$ cat config.mk
export PLATFORM = sky130hd
export DESIGN_NAME = p_switch_top
export DESIGN_NICKNAME = d
export VERILOG_FILES = /design/src/logic/switch_txn_pkg.sv /design/src/logic/switch_map_pkg.sv /design/src/logic/switch_ifc.sv /design/src/logic/p_switch_top.sv /design/src/logic/response_return.sv /design/src/logic/switch_execute.sv /design/src/logic/source_decode.sv
export SDC_FILE = /design/constraint.sdc
export NUM_CORES = 1
export LEC_CHECK = 0
export BUFFER_PORTS_ARGS = -buffer_cell sky130_fd_sc_hd__buf_2
export CAP_MARGIN = 20
export CORE_AREA = 2 2 293 295
export CTS_BUF_LIST = sky130_fd_sc_hd__clkbuf_8
export CTS_CLUSTER_SIZE = 30
export DETAILED_ROUTE_END_ITERATION = 10
export DIE_AREA = 0 0 295 297
export PLACE_DENSITY = 0.41
export SYNTH_ARGS = -nofsm -noshare
export SYNTH_HDL_FRONTEND = slang
export SYNTH_SLANG_ARGS = --single-unit
$ cat constraint.sdc
create_clock -name clk -period 12.15 [get_ports clk]
set_clock_uncertainty 0.1 [all_clocks]
set_input_delay 0.6075 -clock clk [delete_from_list [all_inputs] [get_ports clk]]
set_output_delay 0.6075 -clock clk [all_outputs]
set_load 0.1 [all_outputs]
$ cat src/logic/switch_txn_pkg.sv
package switch_txn_pkg;

    //////////////////////////////
    // Transaction payload widths
    //////////////////////////////

    parameter int DATA_W = 32;         // Read and write data word
    parameter int STRB_W = DATA_W / 8; // One strobe per byte lane
    parameter int SIZE_W = 3;          // Log2 of bytes per beat

endpackage

$ cat src/logic/switch_map_pkg.sv
package switch_map_pkg;

    //////////////////////////////
    // Address map geometry
    //////////////////////////////

    parameter int ADDR_W       = 32;              // Source address width
    parameter int REGION_W     = 2;               // Top bits that pick a target
    parameter int TARGET_COUNT = 2 ** REGION_W;   // One target per region
    parameter int OFFSET_W     = ADDR_W - REGION_W; // Address seen by a target

    typedef logic [REGION_W-1:0] region_t;        // Target index
    typedef logic [OFFSET_W-1:0] offset_t;        // Address inside a region

    // One address word, read flat or split into region and offset
    typedef union packed {
        logic [ADDR_W-1:0] word;                  // Plain address
        struct packed {
            region_t region;                      // Upper bits, target select
            offset_t offset;                      // Lower bits, forwarded to target
        } fields;
    } addr_u;

endpackage
$ cat src/logic/switch_ifc.sv
`timescale 1ns/1ps

//////////////////////////////
// Visited source slot
//////////////////////////////

// Fields of the source that the round-robin pointer looks at this cycle
interface slot_if #(
    parameter int SRC_ID_W = 1
);
    logic [SRC_ID_W-1:0]               src_id;   // Visited source
    logic                              valid;    // Its request level
    logic                              rw;       // Read/write
    switch_map_pkg::addr_u             addr;     // Full source address
    logic [switch_txn_pkg::DATA_W-1:0] wdata;    // Write data
    logic [switch_txn_pkg::STRB_W-1:0] wstrb;    // Byte strobes
    logic [switch_txn_pkg::SIZE_W-1:0] size;     // Request size

    // Pointer and selection side
    modport decode_mp (
        output src_id, valid, rw, addr, wdata, wstrb, size
    );

    // Grant, completion and abort logic
    modport exec_mp (
        input src_id, valid, rw, addr, wdata, wstrb, size
    );

    // Response side only cares who is visited and whether it still asks
    modport result_mp (
        input src_id, valid
    );
endinterface

//////////////////////////////
// Completion path
//////////////////////////////

// Everything here refers to the source currently visited
interface done_if;
    logic                              done;     // Stored target finished, released now
    logic [switch_txn_pkg::DATA_W-1:0] rdata;    // Read data of that target
    logic                              denied;   // Access refused by target
    logic                              corrupt;  // Data flagged as corrupt
    logic                              held;     // Source ready already set

    modport exec_mp (
        output done, rdata, denied, corrupt,
        input  held
    );

    modport result_mp (
        input  done, rdata, denied, corrupt,
        output held
    );
endinterface

$ cat src/logic/p_switch_top.sv
`timescale 1ns/1ps

module p_switch_top #(
    parameter int SOURCE_COUNT = 3
) (
    input  logic                                           clk,
    input  logic                                           reset,

    // Source side
    input  logic [SOURCE_COUNT-1:0]                        src_valid,
    input  logic [SOURCE_COUNT-1:0]                        src_rw,
    input  logic [SOURCE_COUNT*switch_map_pkg::ADDR_W-1:0] src_addr,
    input  logic [SOURCE_COUNT*switch_txn_pkg::DATA_W-1:0] src_wdata,
    input  logic [SOURCE_COUNT*switch_txn_pkg::STRB_W-1:0] src_wstrb,
    input  logic [SOURCE_COUNT*switch_txn_pkg::SIZE_W-1:0] src_size,
    output logic [SOURCE_COUNT-1:0]                        src_ready,
    output logic [SOURCE_COUNT*switch_txn_pkg::DATA_W-1:0] src_rdata,
    output logic [SOURCE_COUNT-1:0]                        src_denied,
    output logic [SOURCE_COUNT-1:0]                        src_corrupt,

    // Target side
    input  logic [switch_map_pkg::TARGET_COUNT-1:0]        tgt_ready,
    input  logic [switch_map_pkg::TARGET_COUNT*switch_txn_pkg::DATA_W-1:0] tgt_rdata,
    input  logic [switch_map_pkg::TARGET_COUNT-1:0]        tgt_denied,
    input  logic [switch_map_pkg::TARGET_COUNT-1:0]        tgt_corrupt,
    output logic [switch_map_pkg::TARGET_COUNT-1:0]        tgt_valid,
    output logic [switch_map_pkg::TARGET_COUNT-1:0]        tgt_rw,
    output logic [switch_map_pkg::TARGET_COUNT*switch_map_pkg::ADDR_W-1:0] tgt_addr,
    output logic [switch_map_pkg::TARGET_COUNT*switch_txn_pkg::DATA_W-1:0] tgt_wdata,
    output logic [switch_map_pkg::TARGET_COUNT*switch_txn_pkg::STRB_W-1:0] tgt_wstrb,
    output logic [switch_map_pkg::TARGET_COUNT*switch_txn_pkg::SIZE_W-1:0] tgt_size
);

    // Source index width, at least one bit for a single source
    localparam int SRC_ID_W = (SOURCE_COUNT > 1) ? $clog2(SOURCE_COUNT) : 1;

    slot_if #(.SRC_ID_W(SRC_ID_W)) slot_bus ();  // Visited source, decode to later stages
    done_if                        done_bus ();  // Completion, execute to return

    //////////////////////////////
    // Stage instances
    //////////////////////////////

    source_decode #(
        .SOURCE_COUNT (SOURCE_COUNT),
        .SRC_ID_W     (SRC_ID_W)
    ) decode_i (
        .clk       (clk),
        .reset     (reset),
        .src_valid (src_valid),
        .src_rw    (src_rw),
        .src_addr  (src_addr),
        .src_wdata (src_wdata),
        .src_wstrb (src_wstrb),
        .src_size  (src_size),
        .slot      (slot_bus.decode_mp)
    );

    switch_execute #(
        .SOURCE_COUNT (SOURCE_COUNT),
        .SRC_ID_W     (SRC_ID_W)
    ) execute_i (
        .clk         (clk),
        .reset       (reset),
        .slot        (slot_bus.exec_mp),
        .resp        (done_bus.exec_mp),
        .tgt_ready   (tgt_ready),
        .tgt_rdata   (tgt_rdata),
        .tgt_denied  (tgt_denied),
        .tgt_corrupt (tgt_corrupt),
        .tgt_valid   (tgt_valid),
        .tgt_rw      (tgt_rw),
        .tgt_addr    (tgt_addr),
        .tgt_wdata   (tgt_wdata),
        .tgt_wstrb   (tgt_wstrb),
        .tgt_size    (tgt_size)
    );

    response_return #(
        .SOURCE_COUNT (SOURCE_COUNT),
        .SRC_ID_W     (SRC_ID_W)
    ) return_i (
        .clk         (clk),
        .reset       (reset),
        .slot        (slot_bus.result_mp),
        .resp        (done_bus.result_mp),
        .src_ready   (src_ready),
        .src_rdata   (src_rdata),
        .src_denied  (src_denied),
        .src_corrupt (src_corrupt)
    );

endmodule

$ cat src/logic/response_return.sv
`timescale 1ns/1ps

module response_return #(
    parameter int SOURCE_COUNT = 1,
    parameter int SRC_ID_W     = 1
) (
    input  logic                                           clk,
    input  logic                                           reset,
    slot_if.result_mp                                      slot,
    done_if.result_mp                                      resp,
    output logic [SOURCE_COUNT-1:0]                        src_ready,
    output logic [SOURCE_COUNT*switch_txn_pkg::DATA_W-1:0] src_rdata,
    output logic [SOURCE_COUNT-1:0]                        src_denied,
    output logic [SOURCE_COUNT-1:0]                        src_corrupt
);

    localparam int DATA_W = switch_txn_pkg::DATA_W;

    logic [SRC_ID_W-1:0] vis_id;      // Source visited now
    int                  lane;        // Same, as a lane number
    logic                release_src; // Source dropped valid, end the hold phase

    assign vis_id      = slot.src_id;
    assign lane        = int'(vis_id);
    assign release_src = !slot.valid;

    // Execute stage must not regrant or abort a source still in hold
    assign resp.held   = src_ready[vis_id];

    //////////////////////////////
    // Ready per source
    //////////////////////////////

    always_ff @(posedge clk or posedge reset) begin
        if (reset) begin
            src_ready <= '0;
        end else if (resp.done) begin
            src_ready[vis_id] <= 1'b1;   // Held until the source lets go
        end else if (release_src) begin
            src_ready[vis_id] <= 1'b0;
        end
    end

    //////////////////////////////
    // Response payload
    //////////////////////////////

    // Done implies valid, so capture and clear never meet
    always_ff @(posedge clk) begin
        if (resp.done) begin
            src_rdata[lane*DATA_W +: DATA_W] <= resp.rdata;
            src_denied[vis_id]               <= resp.denied;
            src_corrupt[vis_id]              <= resp.corrupt;
        end else if (release_src) begin
            src_rdata[lane*DATA_W +: DATA_W] <= '0;
            src_denied[vis_id]               <= 1'b0;
            src_corrupt[vis_id]              <= 1'b0;
        end
    end

endmodule

$ cat src/logic/switch_execute.sv
`timescale 1ns/1ps

module switch_execute #(
    parameter int SOURCE_COUNT = 1,
    parameter int SRC_ID_W     = 1
) (
    input  logic                                                   clk,
    input  logic                                                   reset,
    slot_if.exec_mp                                                slot,
    done_if.exec_mp                                                resp,

    // Target side, flat vectors indexed by target
    input  logic [switch_map_pkg::TARGET_COUNT-1:0]                tgt_ready,
    input  logic [switch_map_pkg::TARGET_COUNT*switch_txn_pkg::DATA_W-1:0] tgt_rdata,
    input  logic [switch_map_pkg::TARGET_COUNT-1:0]                tgt_denied,
    input  logic [switch_map_pkg::TARGET_COUNT-1:0]                tgt_corrupt,
    output logic [switch_map_pkg::TARGET_COUNT-1:0]                tgt_valid,
    output logic [switch_map_pkg::TARGET_COUNT-1:0]                tgt_rw,
    output logic [switch_map_pkg::TARGET_COUNT*switch_map_pkg::ADDR_W-1:0] tgt_addr,
    output logic [switch_map_pkg::TARGET_COUNT*switch_txn_pkg::DATA_W-1:0] tgt_wdata,
    output logic [switch_map_pkg::TARGET_COUNT*switch_txn_pkg::STRB_W-1:0] tgt_wstrb,
    output logic [switch_map_pkg::TARGET_COUNT*switch_txn_pkg::SIZE_W-1:0] tgt_size
);

    localparam int ADDR_W = switch_map_pkg::ADDR_W;
    localparam int DATA_W = switch_txn_pkg::DATA_W;
    localparam int STRB_W = switch_txn_pkg::STRB_W;
    localparam int SIZE_W = switch_txn_pkg::SIZE_W;

    //////////////////////////////
    // Per-source bookkeeping
    //////////////////////////////

    logic [SOURCE_COUNT-1:0] assigned;                         // Source owns a target
    switch_map_pkg::region_t tgt_idx [SOURCE_COUNT];           // Target taken at grant

    logic [SRC_ID_W-1:0]     vis_id;      // Source visited now
    switch_map_pkg::region_t vis_region;  // Target its address points to
    switch_map_pkg::region_t stored;      // Target it was granted earlier
    int                      new_t;       // Lane of the requested target
    int                      old_t;       // Lane of the stored target
    logic                    vis_assigned;
    logic                    do_grant;
    logic                    do_done;
    logic                    do_abort;
    switch_map_pkg::addr_u   grant_addr;  // Address handed to the target

    assign vis_id       = slot.src_id;
    assign vis_region   = slot.addr.fields.region;
    assign stored       = tgt_idx[vis_id];
    assign vis_assigned = assigned[vis_id];
    assign new_t        = int'(vis_region);
    assign old_t        = int'(stored);

    // New request, source idle and its target free
    assign do_grant = slot.valid && !resp.held && !vis_assigned && !tgt_valid[vis_region];

    // Stored target has answered, checked against the index kept at grant
    assign do_done  = slot.valid && !resp.held && vis_assigned &&
                      tgt_valid[stored] && tgt_ready[stored];

    // Source gave up before the answer came
    assign do_abort = !slot.valid && !resp.held && vis_assigned;

    // Region bits removed, target sees only its offset
    always_comb begin
        grant_addr.fields.region = '0;
        grant_addr.fields.offset = slot.addr.fields.offset;
    end

    //////////////////////////////
    // Control state
    //////////////////////////////

    always_ff @(posedge clk or posedge reset) begin
        if (reset) begin
            tgt_valid <= '0;
            assigned  <= '0;
            for (int s = 0; s < SOURCE_COUNT; s++) begin
                tgt_idx[s] <= '0;
            end
        end else begin
            if (do_grant) begin
                tgt_valid[vis_region] <= 1'b1;       // Target sees request next clock
                assigned[vis_id]      <= 1'b1;
                tgt_idx[vis_id]       <= vis_region; // Remember where it went
            end
            if (do_done || do_abort) begin
                tgt_valid[stored]     <= 1'b0;       // Release the target
                assigned[vis_id]      <= 1'b0;
            end
        end
    end

    //////////////////////////////
    // Target request registers
    //////////////////////////////

    always_ff @(posedge clk) begin
        if (do_grant) begin
            tgt_rw[new_t]                    <= slot.rw;
            tgt_addr[new_t*ADDR_W +: ADDR_W] <= grant_addr.word;
            tgt_wdata[new_t*DATA_W +: DATA_W] <= slot.wdata;
            tgt_wstrb[new_t*STRB_W +: STRB_W] <= slot.wstrb;
            tgt_size[new_t*SIZE_W +: SIZE_W]  <= slot.size;
        end
    end

    // Response of the stored target, taken by the return stage on done
    assign resp.done    = do_done;
    assign resp.rdata   = tgt_rdata[old_t*DATA_W +: DATA_W];
    assign resp.denied  = tgt_denied[stored];
    assign resp.corrupt = tgt_corrupt[stored];

endmodule

$ cat src/logic/source_decode.sv
`timescale 1ns/1ps

module source_decode #(
    parameter int SOURCE_COUNT = 1,
    parameter int SRC_ID_W     = 1
) (
    input  logic                                           clk,
    input  logic                                           reset,
    input  logic [SOURCE_COUNT-1:0]                        src_valid,
    input  logic [SOURCE_COUNT-1:0]                        src_rw,
    input  logic [SOURCE_COUNT*switch_map_pkg::ADDR_W-1:0] src_addr,
    input  logic [SOURCE_COUNT*switch_txn_pkg::DATA_W-1:0] src_wdata,
    input  logic [SOURCE_COUNT*switch_txn_pkg::STRB_W-1:0] src_wstrb,
    input  logic [SOURCE_COUNT*switch_txn_pkg::SIZE_W-1:0] src_size,
    slot_if.decode_mp                                      slot
);

    localparam int ADDR_W = switch_map_pkg::ADDR_W;
    localparam int DATA_W = switch_txn_pkg::DATA_W;
    localparam int STRB_W = switch_txn_pkg::STRB_W;
    localparam int SIZE_W = switch_txn_pkg::SIZE_W;

    logic [SRC_ID_W-1:0] ptr;        // Round-robin pointer, one source per clock
    int                  sel;        // Pointer as a lane number

    //////////////////////////////
    // Round-robin pointer
    //////////////////////////////

    always_ff @(posedge clk or posedge reset) begin
        if (reset) begin
            ptr <= '0;
        end else if (ptr == SRC_ID_W'(SOURCE_COUNT - 1)) begin
            ptr <= '0;                           // Wrap after the last source
        end else begin
            ptr <= ptr + 1'b1;
        end
    end

    //////////////////////////////
    // Source selection
    //////////////////////////////

    assign sel = int'(ptr);

    always_comb begin
        slot.src_id = ptr;
        slot.valid  = src_valid[sel];
        slot.rw     = src_rw[sel];
        // Address goes out as the union so later stages see region and offset
        slot.addr.fields.region = src_addr[sel*ADDR_W + switch_map_pkg::OFFSET_W +:
                                           switch_map_pkg::REGION_W];
        slot.addr.fields.offset = src_addr[sel*ADDR_W +: switch_map_pkg::OFFSET_W];
        slot.wdata  = src_wdata[sel*DATA_W +: DATA_W];
        slot.wstrb  = src_wstrb[sel*STRB_W +: STRB_W];
        slot.size   = src_size[sel*SIZE_W +: SIZE_W]; // Passed through untouched
    end

endmodule

Word-level counts from Yosys, hierarchy flattened
Index checks and enable logic that the tools add are counted.
Widths: inputs -> output; s select.

word-level totals
  register bits after elaboration = 408
  input port bits = 361
  output and inout bits = 397
  logic and storage cells = 135

cells by class
  $add $sub $neg = 6
  multiply operators = 2
  magnitude comparators = 11
  equal/unequal tests = 2
  shift-type cells = 16
  muxes and demuxes = 54
  bitwise operators = 11
  reductions and logical operators = 18

operator list
  operator                   count
  $bwmux 128                 2
  $shiftx 32x33->128         2
  $bwmux 96                  2
  $mux 96                    2
  $shift 32x33->128 const A  1
  $shiftx 128x8->32          1
  $shift 32x33->96 const A   1
  $shiftx 32x33->96          1
  $shiftx 32x33->96 const A  1
  $shiftx 96x32->2           1
  $shiftx 96x8->30           1
  $shiftx 96x8->32           1
  $neg 7->33                 2
  $neg 32->33                1
  $neg 4->33                 1
  $shift 3x33->12 const A    1
  $shift 4x33->16 const A    1
  $shiftx 3x33->12           1
  $shiftx 4x33->16           1
  $mux 3                     8
  $bmux 1 s2                 9
  $bwmux 16                  1
  $lt 2x3->1 const B         5
  $logic_and 1x1->1          13
  other kinds (29)           60

Depth between registers and ports, before layout
Gate-level depths: netlist of the first run.

  depth after elaboration = 11
  depth in mapped cells = 11
  gate-level depth less buffers = 7

Hierarchy
A second synthesis of the first run with hierarchy kept.

unflattened totals
  cell total of the unflattened synthesis = 1268
  area total of the unflattened synthesis = 18212.5 µm²

modules (own cells, without submodules)
  module           instances  cells an instance  area an instance (µm²)  seq. area each (µm²)
  switch_execute   1          800                12368.1                 8733.4
  response_return  1          293                4192.8                  3138.0
  source_decode    1          175                1651.6                  50.0

Worst setup path after synthesis of the first run
No wires, ideal clock.

  kind = input to register
  start = input port src_addr[94] (netlist name)
  end = register execute_i.tgt_addr[100] (netlist name), enable pin
  arrival time = 3.353 ns
  slack = 8.261 ns
  stages = 6
  buffers on the path = 1
  cells stage by stage = mux2i_1 a2bb2oi_2 o211a_1 o211a_1 clkbuf_1 and2_1

on the way
  word-level cells in the longest chain between the ends = 5

RTL lines
  item                             RTL line               RTL
  from (decl)                      p_switch_top.sv:12     input logic [SOURCE_COUNT*switch_map_pkg::ADDR_W-1:0] src_addr,
  $shiftx 96x32->2                 source_decode.sv:51    slot.addr.fields.region = src_addr[sel*ADDR_W + switch_map_pkg::OFFSET_W +:
  $bmux 1 s2                       switch_execute.sv:56   assign do_grant = slot.valid && !resp.held && !vis_assigned && !tgt_valid[vis_region];
  $mux 1 (implied by the code)     switch_execute.sv:56
  $logic_not 1->1                  switch_execute.sv:56
  $logic_and 1x1->1                switch_execute.sv:56
  to (signal, indexed assignment)  switch_execute.sv:102  tgt_addr[new_t*ADDR_W +: ADDR_W] <= grant_addr.word;
  to (decl)                        switch_execute.sv:19   output logic [switch_map_pkg::TARGET_COUNT*switch_map_pkg::ADDR_W-1:0] tgt_addr,

Every way passes these cells. The select of a mux whose other input is x is not followed.
A chain may end at the register's enable or synchronous reset.

Worst setup path after layout of the first run
  start = register decode_i.ptr[0] (netlist: decode_i.slot.src_id[0])
  end = register return_i.src_rdata[41] (netlist name), enable pin

on the way
  word-level cells in the longest chain between the ends = 9
  elaborated cells on any way between the ends = 20
  classes of those cells = 1 x eq/ne; 13 x mux; 1 x bitwise; 5 x reduce/logical

RTL lines
  item                                       RTL line               RTL
  from (decl)                                source_decode.sv:23    logic [SRC_ID_W-1:0] ptr;
  from (signal assigned)                     source_decode.sv:36    ptr <= ptr + 1'b1;
  $not 2->3 (implied by the code)            switch_execute.sv:50   assign stored = tgt_idx[vis_id];
  $bmux 2 s2                                 switch_execute.sv:50
  $mux 2 (implied by the code) (2 in a row)  switch_execute.sv:50
  $bmux 1 s2                                 switch_execute.sv:60   tgt_valid[stored] && tgt_ready[stored];
  $mux 1 (implied by the code)               switch_execute.sv:60
  $logic_and 1x1->1                          switch_execute.sv:59   assign do_done = slot.valid && !resp.held && vis_assigned &&
  $logic_and 1x1->1                          switch_execute.sv:60
  $ne 2x2->1 (no line) (*)                   --
  to (signal, indexed assignment)            response_return.sv:51  src_rdata[lane*DATA_W +: DATA_W] <= resp.rdata;
  to (decl)                                  response_return.sv:12  output logic [SOURCE_COUNT*switch_txn_pkg::DATA_W-1:0] src_rdata,

Mark *: on every way between the ends. The rest lies on a longest branch, timed or not. The select of a mux whose other input is x is not followed.

==> results by group, run 1 <==
Routing
  • Met3 routed WL: between 7000 and 8000 um
  • Routed Antenna Nets: 0
  • Routed WL: around 75,000 um
  • Via-per-instance ratio: 4.20
  • Via total after detailed routing: around 14,000
  • Wire length per cell: between 20 and 25 um
  • 1st-iter DRT viols: roughly 660
  • DRC Markers: 0
  • DRT Pass-1 Iters: 5
  • Met1 wire length: ~27,000 um
  • Highest Signal Layer: met5
  • Metal2 WL: 39,200 um

Run status
  • Status: finished, final reports clean

Cells and area
  • Share of layout cells above drive strength 1: ~40%
  • FILL cells: between 9,000 and 10,000
  • Final Util: 27.9%
  • Net count, final: about 2,600
  • Finished Cell Area: 23,600 um2
  • Area delta synth->final: 36.8%

GRT
  • Grt ovf: 0
  • Antenna violations before repair: 11
  • Largest net degree at the start of global routing: 73
  • Vias in the first global route: 14,567
  • First-pass GRT wire length: between 100,000 and 150,000 um
  • GRT Total Usage: between 15 and 20%

Worst hold path
  • Hold path cells: 3
  • Hold Crit Start: src_addr[36]
  • Worst Hold Path EP: execute_i.tgt_addr[100]
  • Worst Hold Class: input pin to flop

Placement
  • IO buf count: between 700 and 800
  • Post-DP Area: between 20,000 and 25,000 um2
  • Placer Congestion: 0.858
  • Post-DP HPWL: ~58,000 um

Clocking
  • Reg clk slew, reported paths: 0.06 ns
  • CTS root buffer: clkbuf_8
  • CTS tree: yes
  • # clock sinks: 400
  • Post-CTS Hold Buffers: 1
  • Max Root-Sink Buffers: 3
  • Post-cts sizing count: 0
  • Clock latency on the worst-skew pair: 0.67 ns
  • H-tree Lvls: 3
  • # Post-CTS Setup Buffers: 0
  • Number of buffers created by CTS: between 70 and 80

Synth
  • Syn Inst Count: approximately 1,500
  • Yosys Warn Count: 0
  • Synthesized area: around 17,000 um2
  • Top FF cell, synth: edfxtp_1
  • Netlist cell types: 39
  • Synth async-reset ratio: 4.50%
  • Seq/Total Area, Yosys: between 60% and 70%
  • EDFF count, synth: roughly 380
  • Yosys reg bits: 400
  • Syn_area_per_cell: 11.9 um2

Floorplan
  • Die area: roughly 90,000 um2
  • DIE HEIGHT: 297 um
  • Row count: between 100 and 150
  • Die Width: around 300 um
  • Core ar.: between 80,000 and 90,000 um2
  • I/O pin cnt: roughly 760
  • Initial Util: 20.4%

STA
  • Final Hold Fails: 0
  • Final setup viols: 0
  • RSZ-0062 raised after global routing: no
  • Final number of max-transition violations: 0
  • Final Cycle Share: 38.1%
  • Max Clock Freq: approximately 0.22 GHz
  • Actual slew at the worst max-slew pin: about 1.1 ns
  • Final min period: about 4.6 ns
  • Post-Route Setup TNS: 0 ns
  • Slew HR: ~26%

Critical path
  • CP Launch Type: flop
  • CP Max Fanout: 72
  • RR Startpoint: decode_i.slot.src_id[0]
  • Worst path required time: between 10 and 15 ns
  • Kind of capture point of the worst setup path: flop
  • Crit Path Category: flop to flop
  • FF-to-FF setup slack: between 7 and 8 ns
  • Worst EP arrival: around 4.8 ns
  • Reg2reg end: return_i.src_rdata[41]
  • Worst R2R Path Depth: 8

Job
  • Max-cap viol count: 0

Pwr
  • Peak supply drop: ~0.094 mV
  • Power Density: approximately 180 nW/um2
  • Leak pwr: just over 9 nW
  • Total power: around 4.2 mW
==> critical path, cell delays in order, from the launching register on <==
cell and delay [ns]:
dfrtp_4 0.72, nor2b_4 0.27, buf_4 0.48, o2bb2ai_4 0.15
buf_4 0.54, a21oi_1 0.11, a32oi_2 0.34, and3_1 0.61
o21a_2 0.82
==> per-layer routing <==
metal / up-vias / GRT usage [%]
met5: - / 0
met2: 665 / 30.6
li1: 6556 / -
met1: 6946 / 17.7
met3: 99 / 5.51
met4: 14 / 5.04
==> worst max path at each step <==
stage | from | cells after the start | slack (ns) | to
floorplan | src_addr[94] | 6 | 8.26 | execute_i.tgt_addr[100]
global placement | decode_i.slot.src_id[0] | 8 | 7.54 | return_i.src_rdata[38]
detailed placement | decode_i.slot.src_id[0] | 8 | 7.47 | return_i.src_rdata[41]
CTS | decode_i.slot.src_id[0] | 8 | 7.41 | return_i.src_rdata[41]
global route | decode_i.slot.src_id[0] | 8 | 7.12 | return_i.src_rdata[39]
finish | decode_i.slot.src_id[0] | 8 | 7.52 | return_i.src_rdata[41]
==> flip-flops by register name, summed over array words and instances, names as in the netlist <==
name and cells:
execute_i.tgt_wdata 128, execute_i.tgt_addr 120, return_i.src_rdata 96, execute_i.tgt_wstrb 16, execute_i.tgt_size 12, execute_i.tgt_idx 6, execute_i.tgt_rw 4, execute_i.tgt_valid 4
execute_i.assigned 3, return_i.src_corrupt 3, return_i.src_denied 3, return_i.src_ready 3, decode_i.slot.src_id 2
==> logic make-up (layout without fill, tap and decap cells) <==
group,count (synthesis),in the layout,synth area share [%]
AO/OA/AOI/OAI,141,141,4.90
adder cells (fa/ha/maj),13,13,0.943
buffers and inverters,118,909,3.05
flip-flops,400,400,69.1
multiplexers,95,95,5.56
other,1,11,0.0217
AND/OR/NAND/NOR,684,684,16.4
==> stage by stage <==
step | std cells | worst slack (ns) | hold WS, ns
4_1_cts | 3394 | 7.41 | 0.128
5_1_grt | 3395 | 7.12 | 0.185
3_3_place_gp | 3262 | 7.54 | 0.401
6_report | 3397 | 7.52 | 0.212
3_5_place_dp | 3262 | 7.47 | 0.408
2_1_floorplan | 1459 | 8.26 | 0.379
==> layout by cell type (no fill, tap or decap), drive strengths merged, types with 2 or more instances in the layout <==
cell        n
a21o        4
buf       767
and3        2
nand2      85
dfrtp      18
a21oi      77
nor2      477
nor3       65
edfxtp    382
a2bb2oi     2
o2bb2ai     3
mux2i      88
bufinv      2
mux2        7
ha         13
a32oi       5
diode       3
o21a        4
a22o        3
o211ai      2
nand3b      2
nand2b      6
inv        38
clkinv     24
clkinvlp    2
o21ai      33
conb        8
nand3      34
o211a       3
and2        7
a41oi       4
nor2b       3
clkbuf     75
==> final cells by class <==
cell class	instances	area, um2	area share [%]
clock buffer	75	1030	4.37
antenna	3	7.51	0.0318
tap	1144	1430	6.07
clock inverter	56	334	1.42
multi-input combinational	941	4930	20.9
timing repair buffer	768	3890	16.5
inverter	10	37.5	0.159
sequential	400	11900	50.5
==> synthesized netlist by cell type (all sizes together) (13+ instances only) <==
library cell	instances	area [um2]
a21oi	77	385
buf	44	249
clkbuf	64	240
dfrtp	18	450
edfxtp	382	11500
ha	13	163
mux2i	88	881
nand2	85	319
nand3	34	170
nor2	477	1790
nor3	65	405
o21ai	33	165
==> power breakdown <==
| part | switching, mW | internal [mW] | leakage [nW] | total, mW |
|---|---|---|---|---|
| Combinational | 1.04 | 0.243 | 4.87 | 1.28 |
| Clock | 0.613 | 0.627 | 0.779 | 1.24 |
| Sequential | 0.0434 | 1.61 | 3.69 | 1.65 |
| Total | 1.70 | 2.48 | 9.34 | 4.18 |
Power figures use the tool's default switching activity.
==> run 2, diff against run 1 <==
Settings changed: CORE_AREA 2 2 293 295 to 2 2 296 298, DIE_AREA 0 0 295 297 to 0 0 298 300, PLACE_DENSITY 0.41 to 0.4.
Clock period 12.15 ns to 4.35 ns, I/O delays scaled along.
==> run 2 against run 1 <==
  * Final cell count rose by 6.1%
  * Total power increased to 2.9 times the previous value
  * Flip-flop and latch count unchanged
  * First-iteration DRC count is 31% higher
  * Clock power rose to 2.8 times the previous value
  * Register-to-register slack worse by 7.2 ns
  * Cell area rose by 8.5%
  * Sequential power rose to 2.8 times the previous value
  * Sequential share of layout area decreased by 4.0 points
  * Clock-buffer cell count is 1 lower
  * Critical path type unchanged
  * Largest cell class unchanged
  * Largest power group unchanged
==> results by group, run 2 (synthesized netlist as in run 1, its figures left out) <==
Run status
  • Status: finished, final reports clean

Cells and area
  • Most flops, register: execute_i.tgt_wdata
  • Share of layout cells above drive strength 1: a little under two fifths
  • Most frequent cells in the layout: buf_2 (749), nor2_1 (477), edfxtp_1 (382), dlygate4sd3_1 (181), mux2i_1 (88)
  • Net count, final: 2,765
  • Final Util: 29.7%
  • Largest regs: execute_i.tgt_wdata x128, execute_i.tgt_addr x120, return_i.src_rdata x96
  • Area delta synth->final: 48.5%
  • Post-route insts no fill: ~3,600
  • Commonest non-fill, non-tap cell in the layout: buf_2
  • Max reg flops: approximately 130

Critical path
  • CP Max Fanout: 49
  • Worst path required time: approximately 4.6 ns
  • Worst R2R Path Depth: 8
  • Reg2reg end: execute_i.tgt_wstrb[9]
  • Kind of capture point of the worst setup path: flop
  • Crit Path Category: flop to flop
  • FF-to-FF setup slack: between 0.3 and 0.4 ns
  • RR Startpoint: decode_i.slot.src_id[1]
  • Worst Setup SP: decode_i.slot.src_id[1]
  • CP Launch Type: flop
  • Worst EP arrival: ~4.3 ns

Job
  • Max-cap viol count: 0

STA
  • RSZ-0062 raised after global routing: no
  • Final min period: ~4 ns
  • Fin Hold WS: 0.0499 ns
  • Actual slew at the worst max-slew pin: 0.960 ns
  • Final number of max-transition violations: 0
  • Max Clock Freq: around 0.25 GHz
  • Slew HR: 36.0%
  • Final Hold Fails: 0
  • Final setup viols: 0
  • Final Cycle Share: about 92%
  • Post-Route Setup TNS: 0 ns

Pwr
  • Peak supply drop: 0.260 mV
  • Power Density: 468 nW/um2
  • Leak pwr: around 10 nW

Clocking
  • CTS tree: yes
  • Clock latency on the worst-skew pair: between 0.6 and 0.7 ns
  • Max Root-Sink Buffers: 3
  • H-tree Lvls: 3
  • # clock sinks: 400
  • CTS root buffer: clkbuf_8
  • Reg clk slew, reported paths: ~0.060 ns
  • Number of buffers created by CTS: 74

Worst hold path
  • Worst Hold Path EP: execute_i.tgt_wdata[97]
  • Hold Crit Start: src_wdata[1]
  • Hold path cells: 5
  • Worst Hold Class: input pin to flop

Routing
  • DRC Markers: 0
  • Routed WL: approximately 80,000 um
  • DRT Pass-1 Iters: 5
  • 1st-iter DRT viols: approximately 860
  • Via total after detailed routing: 15,122
  • Routed Antenna Nets: 0
  • Via-per-instance ratio: about 4.2
  • Wire length per cell: 21.7 um

GRT
  • First-pass GRT wire length: around 110,000 um
  • GRT Total Usage: between 10% and 20%
  • Largest net degree at the start of global routing: between 70 and 80
  • Vias in the first global route: 15,477
  • Grt ovf: 0
  • Antenna violations before repair: 15

Floorplan
  • Core ar.: about 86,000 um2
  • DIE HEIGHT: ~300 um
  • Row count: ~110
  • I/O pin cnt: 758
  • Initial Util: 20.0%
  • Die area: ~90,000 um2
  • Die Width: 298 um

Placement
  • Post-DP HPWL: roughly 59,000 um
  • Placer Congestion: ~0.88
  • DP Cell Count: roughly 3,300
  • IO buf count: between 700 and 800
==> run 2: power breakdown <==
part / total [mW] / switching [mW] / leakage [nW] / internal, mW
combinational: 3.89 / 2.96 / 5.73 / 0.939
clock: 3.47 / 1.72 / 0.760 / 1.75
sequential: 4.62 / 0.121 / 3.69 / 4.50
total: 12.0 / 4.80 / 10.2 / 7.18
==> run 2: metrics by stage <==
| stage | area, um2 | worst slack [ns] | power, mW |
|---|---|---|---|
| after detailed placement | 22400 | 0.755 | 8.39 |
| final | 25600 | 0.345 | 12.0 |
| after CTS | 25600 | 0.0837 | 12.2 |
| after global routing | 25600 | 0.160 | 12.6 |
| after floorplan | 17300 | 0.463 | 7.25 |
| after global placement | 22400 | 0.782 | 8.36 |
==> run 2: layer usage <==
layer	vias up	global-route usage, %	wire [um]
met2	677	30.7	40400
met1	7374	19.0	29700
met5	-	0	39
met3	107	4.73	6000
li1	6958	-	-
met4	6	5.05	1930
==> run 2: worst max path at each step <==
stage,to,slack [ns],depth (start not counted)
2_1_floorplan,execute_i.tgt_addr[100],0.46,6
3_3_place_gp,execute_i.tgt_wdata[102],0.78,6
3_5_place_dp,execute_i.tgt_wdata[102],0.75,7
4_1_cts,execute_i.tgt_wstrb[9],0.08,8
5_1_grt,execute_i.tgt_wstrb[9],0.16,8
6_report,execute_i.tgt_wstrb[9],0.35,8
==> run 2: area by class of cell <==
class | count | area, um2
well taps | 1155 | 1450
multi-input cells | 941 | 4930
fillers | 9129 | 60600
flip-flops and latches | 400 | 11900
inverters | 10 | 37.5
repair buffers | 964 | 5890
clock inverters | 53 | 343
diodes | 6 | 15.0
clock buffers | 74 | 1020
==> run 2: what timing repair did <==
item	in CTS	in global routing
resized for setup	0	1
hold endpoints to repair	319	0
hold buffers	181	0
setup endpoints to repair	0	3
setup buffers	0	0
==> run 2: critical path: stages, from the launching register on <==
cell and delay (ns):
dfrtp_4 0.55, buf_4 0.41, buf_6 0.52, mux2i_1 0.24, dlygate4sd3_1 0.56, nor2_1 0.04
a21oi_1 0.39, dlygate4sd3_1 0.73, nor2_1 0.07
==> run 3, diff against run 2 <==
Settings changed: ABC_AREA set to 1, CTS_BUF_LIST sky130_fd_sc_hd__clkbuf_8 to sky130_fd_sc_hd__clkbuf_16, PLACE_DENSITY 0.4 to 0.42.
==> run 3 against run 2 <==
  * Synthesized area rose by 5.9%
  * Combinational power fell by 4%
  * Via count rose by 8.1%
==> results by group, run 3 <==
Run status
  • Status: finished, final reports clean

Critical path
  • Worst path required time: 4.69 ns
  • CP Max Fanout: between 50 and 60
  • Critical Path Max Stage Delay: around 0.60 ns
  • RR Startpoint: decode_i.slot.src_id[0]
  • CP Launch Type: flop
  • Kind of capture point of the worst setup path: flop
  • Worst EP arrival: 4.12 ns
  • Worst-path cell chain: inv_6 -> nand2_1 -> inv_2 -> nand2_1 -> nand2_4 -> buf_4 -> nor2_1 -> o21ai_0 -> nand3_1 -> dlygate4sd3_1 -> nor2_2
  • Slowest CP cell: dlygate4sd3_1
  • Crit Path Category: flop to flop
  • Reg2reg end: return_i.src_rdata[29]
  • Worst Path Buf+Inv: 4
  • Most used cell, CP: nand2_1
  • Worst R2R Path Depth: 11
  • FF-to-FF setup slack: 0.57 ns
  • Cell class contributing the biggest share of worst-path delay: buffers and inverters

Cells and area
  • FILL cells: 9,222
  • Reg area: 11,900 um2
  • Multi-input logic area: 5730 um2
  • Largest regs: execute_i.tgt_wdata x128, execute_i.tgt_addr x120, return_i.src_rdata x96
  • Most flops, register: execute_i.tgt_wdata
  • Share of layout cells above drive strength 1: approximately two fifths
  • Commonest non-fill, non-tap cell in the layout: buf_2
  • Most frequent cells in the layout: buf_2 (749), nor2_1 (495), edfxtp_1 (382), nand2_1 (280), a21oi_1 (80)
  • Final Util: between 20% and 30%
  • Net count, final: roughly 2,900
  • Area delta synth->final: 37.9%
  • Max reg flops: ~130

Job
  • Max-cap viol count: 0

Clocking
  • Reg clk slew, reported paths: around 0.070 ns
  • Max Root-Sink Buffers: 3
  • H-tree Lvls: 2
  • # clock sinks: 400
  • CTS tree: yes
  • Clock latency on the worst-skew pair: 0.60 ns
  • Post-cts sizing count: 0
  • CTS root buffer: clkbuf_16
  • Number of buffers created by CTS: 48

GRT
  • Antenna violations before repair: 8
  • Grt ovf: 0
  • Vias in the first global route: about 17,000
  • First-pass GRT wire length: between 100,000 and 150,000 um
  • GRT Total Usage: 18.2%
  • Largest net degree at the start of global routing: 83

Synth
  • Yosys Warn Count: 0
  • Syn Inst Count: between 1,500 and 2,000
  • XOR/XNOR Fraction of Synth Area: 0%
  • Seq/Total Area, Yosys: between 60% and 70%
  • Compound-Gate Fraction of Synth Area: around 7%
  • Netlist cell types: 33
  • Post-Synth Adder-Cell Area: less than 1%
  • Top FF cell, synth: edfxtp_1
  • Area leader, netlist: edfxtp_1
  • Most instantiated library cell after synthesis: nor2_1
  • Synthesized area: around 18,000 um2
  • Mux contribution to synthesized area: 0%
  • Simple-gate share of the synthesized area: between 20% and 30%
  • Top cell type's share of synthesized area: about 63%
  • Synth async-reset ratio: roughly 4.5%
  • Yosys reg bits: 400
  • Synth top area cells: edfxtp_1 (63%), nor2_1 (10%), nand2_1 (5.8%), a31o_2 (3.3%), dfrtp_1 (2.5%)
  • Syn_area_per_cell: 10.3 um2
  • Top cell types by occurrence after synthesis: nor2_1 (502), edfxtp_1 (382), nand2_1 (282), a21oi_1 (80), clkbuf_1 (73)
  • EDFF count, synth: 382
  • Largest family of logic cells by synthesized area: simple AND/OR/NAND/NOR gates

STA
  • Final Cycle Share: between 80 and 90%
  • Final Hold Fails: 0
  • Actual slew at the worst max-slew pin: approximately 1.0 ns
  • Slew HR: between 30% and 40%
  • Final number of max-transition violations: 0
  • Final setup viols: 0
  • RSZ-0062 raised after global routing: no
  • Max Clock Freq: between 0.2 and 0.3 GHz
  • Final min period: 3.78 ns

Worst hold path
  • Worst Hold Path EP: return_i.src_rdata[40]
  • Hold path cells: 4
  • Hold Crit Start: tgt_rdata[8]
  • Worst Hold Class: input pin to flop

Floorplan
  • Die Width: 298 um
  • Row count: 108
  • Die area: 89,400 um2
  • Core ar.: 86,200 um2
  • I/O pin cnt: 758
  • DIE HEIGHT: 300 um
  • Initial Util: 21.2%

Routing
  • DRT Pass-1 Iters: 6
  • Wire length per cell: around 23 um
  • Routed WL: approximately 85,000 um
  • Via total after detailed routing: between 15,000 and 20,000
  • DRC Markers: 0
  • Via-per-instance ratio: roughly 4.4
  • 1st-iter DRT viols: between 800 and 900
  • Routed Antenna Nets: 0

Placement
  • Placer Congestion: 0.898
  • Post-DP HPWL: roughly 64,000 um
  • IO buf count: approximately 750

Pwr
  • Peak supply drop: ~0.25 mV
  • Power Density: between 400 and 500 nW/um2
  • Total power: 12.3 mW
  • Leak pwr: between 10 and 15 nW
==> run 3: cell families after synthesis <==
group | Yosys count
compound gates | 203
fa+ha+maj | 13
buf+inv | 171
simple gates | 993
other cells | 1
flops | 400
==> run 3: layout make-up <==
cell class | count | share of cell area (%)
diodes | 3 | 0.0298
clock buffers | 48 | 4.77
clock inverters | 39 | 1.30
inverters | 39 | 0.626
multi-input cells | 1217 | 22.7
flip-flops and latches | 400 | 47.3
well taps | 1155 | 5.73
repair buffers | 813 | 17.5
==> run 3: worst max-delay path by stage <==
stage / start / end / slack (ns) / cells past startpoint
after floorplan: return_i.src_ready[1] / execute_i.tgt_addr[0] / -0.56 / 7
after global placement: decode_i.slot.src_id[0] / return_i.src_rdata[4] / 0.88 / 12
after detailed placement: decode_i.slot.src_id[0] / execute_i.tgt_wdata[40] / 0.84 / 10
after CTS: decode_i.slot.src_id[0] / return_i.src_rdata[29] / 0.52 / 11
after global routing: decode_i.slot.src_id[0] / return_i.src_rdata[29] / 0.40 / 11
final: decode_i.slot.src_id[0] / return_i.src_rdata[29] / 0.57 / 11
==> run 3: where the power goes <==
| part | switching, mW | leakage [nW] | internal, mW |
|---|---|---|---|
| logic | 2.95 | 6.13 | 0.802 |
| registers | 0.108 | 3.69 | 4.48 |
| clock network | 1.75 | 0.781 | 2.20 |
==> run 3: repair_timing <==
action | CTS | global route
buffers inserted | 0 | 0
hold endpoints to repair | 37 | 0
setup endpoints to repair | 0 | 0
hold buffers | 25 | 0
==> run 3: layer usage <==
layer  global-route usage (%)  part of all wire [%]  vias to the layer above
met3                     4.05                   6.9                      127
met1                     20.3                    37                     7940
li1                         -                     -                     7535
met5                        0                 0.048                        -
met4                     6.59                   3.6                        6
met2                     33.9                    52                      742
==> run 3: stage by stage <==
step / cell area, um2 / hold slack, ns / cells / worst slack, ns / TNS, ns
2_1_floorplan: 18300 / 0.0561 / 1788 / -0.562 / -74.22
3_3_place_gp: 23400 / 0.289 / 3599 / 0.885 / 0
5_1_grt: 25200 / 0.0251 / 3713 / 0.402 / 0
4_1_cts: 25200 / 0.000299 / 3711 / 0.520 / 0
3_5_place_dp: 23400 / 0.294 / 3599 / 0.840 / 0
6_report: 25200 / 0.0295 / 3714 / 0.571 / 0
==> run 3: worst reg2reg max path: stages, from the launching register on <==
cell and delay (ns):
dfrtp_4 0.50, inv_6 0.35, nand2_1 0.16, inv_2 0.16, nand2_1 0.18, nand2_4 0.17
buf_4 0.46, nor2_1 0.12, o21ai_0 0.57, nand3_1 0.15, dlygate4sd3_1 0.60, nor2_2 0.10
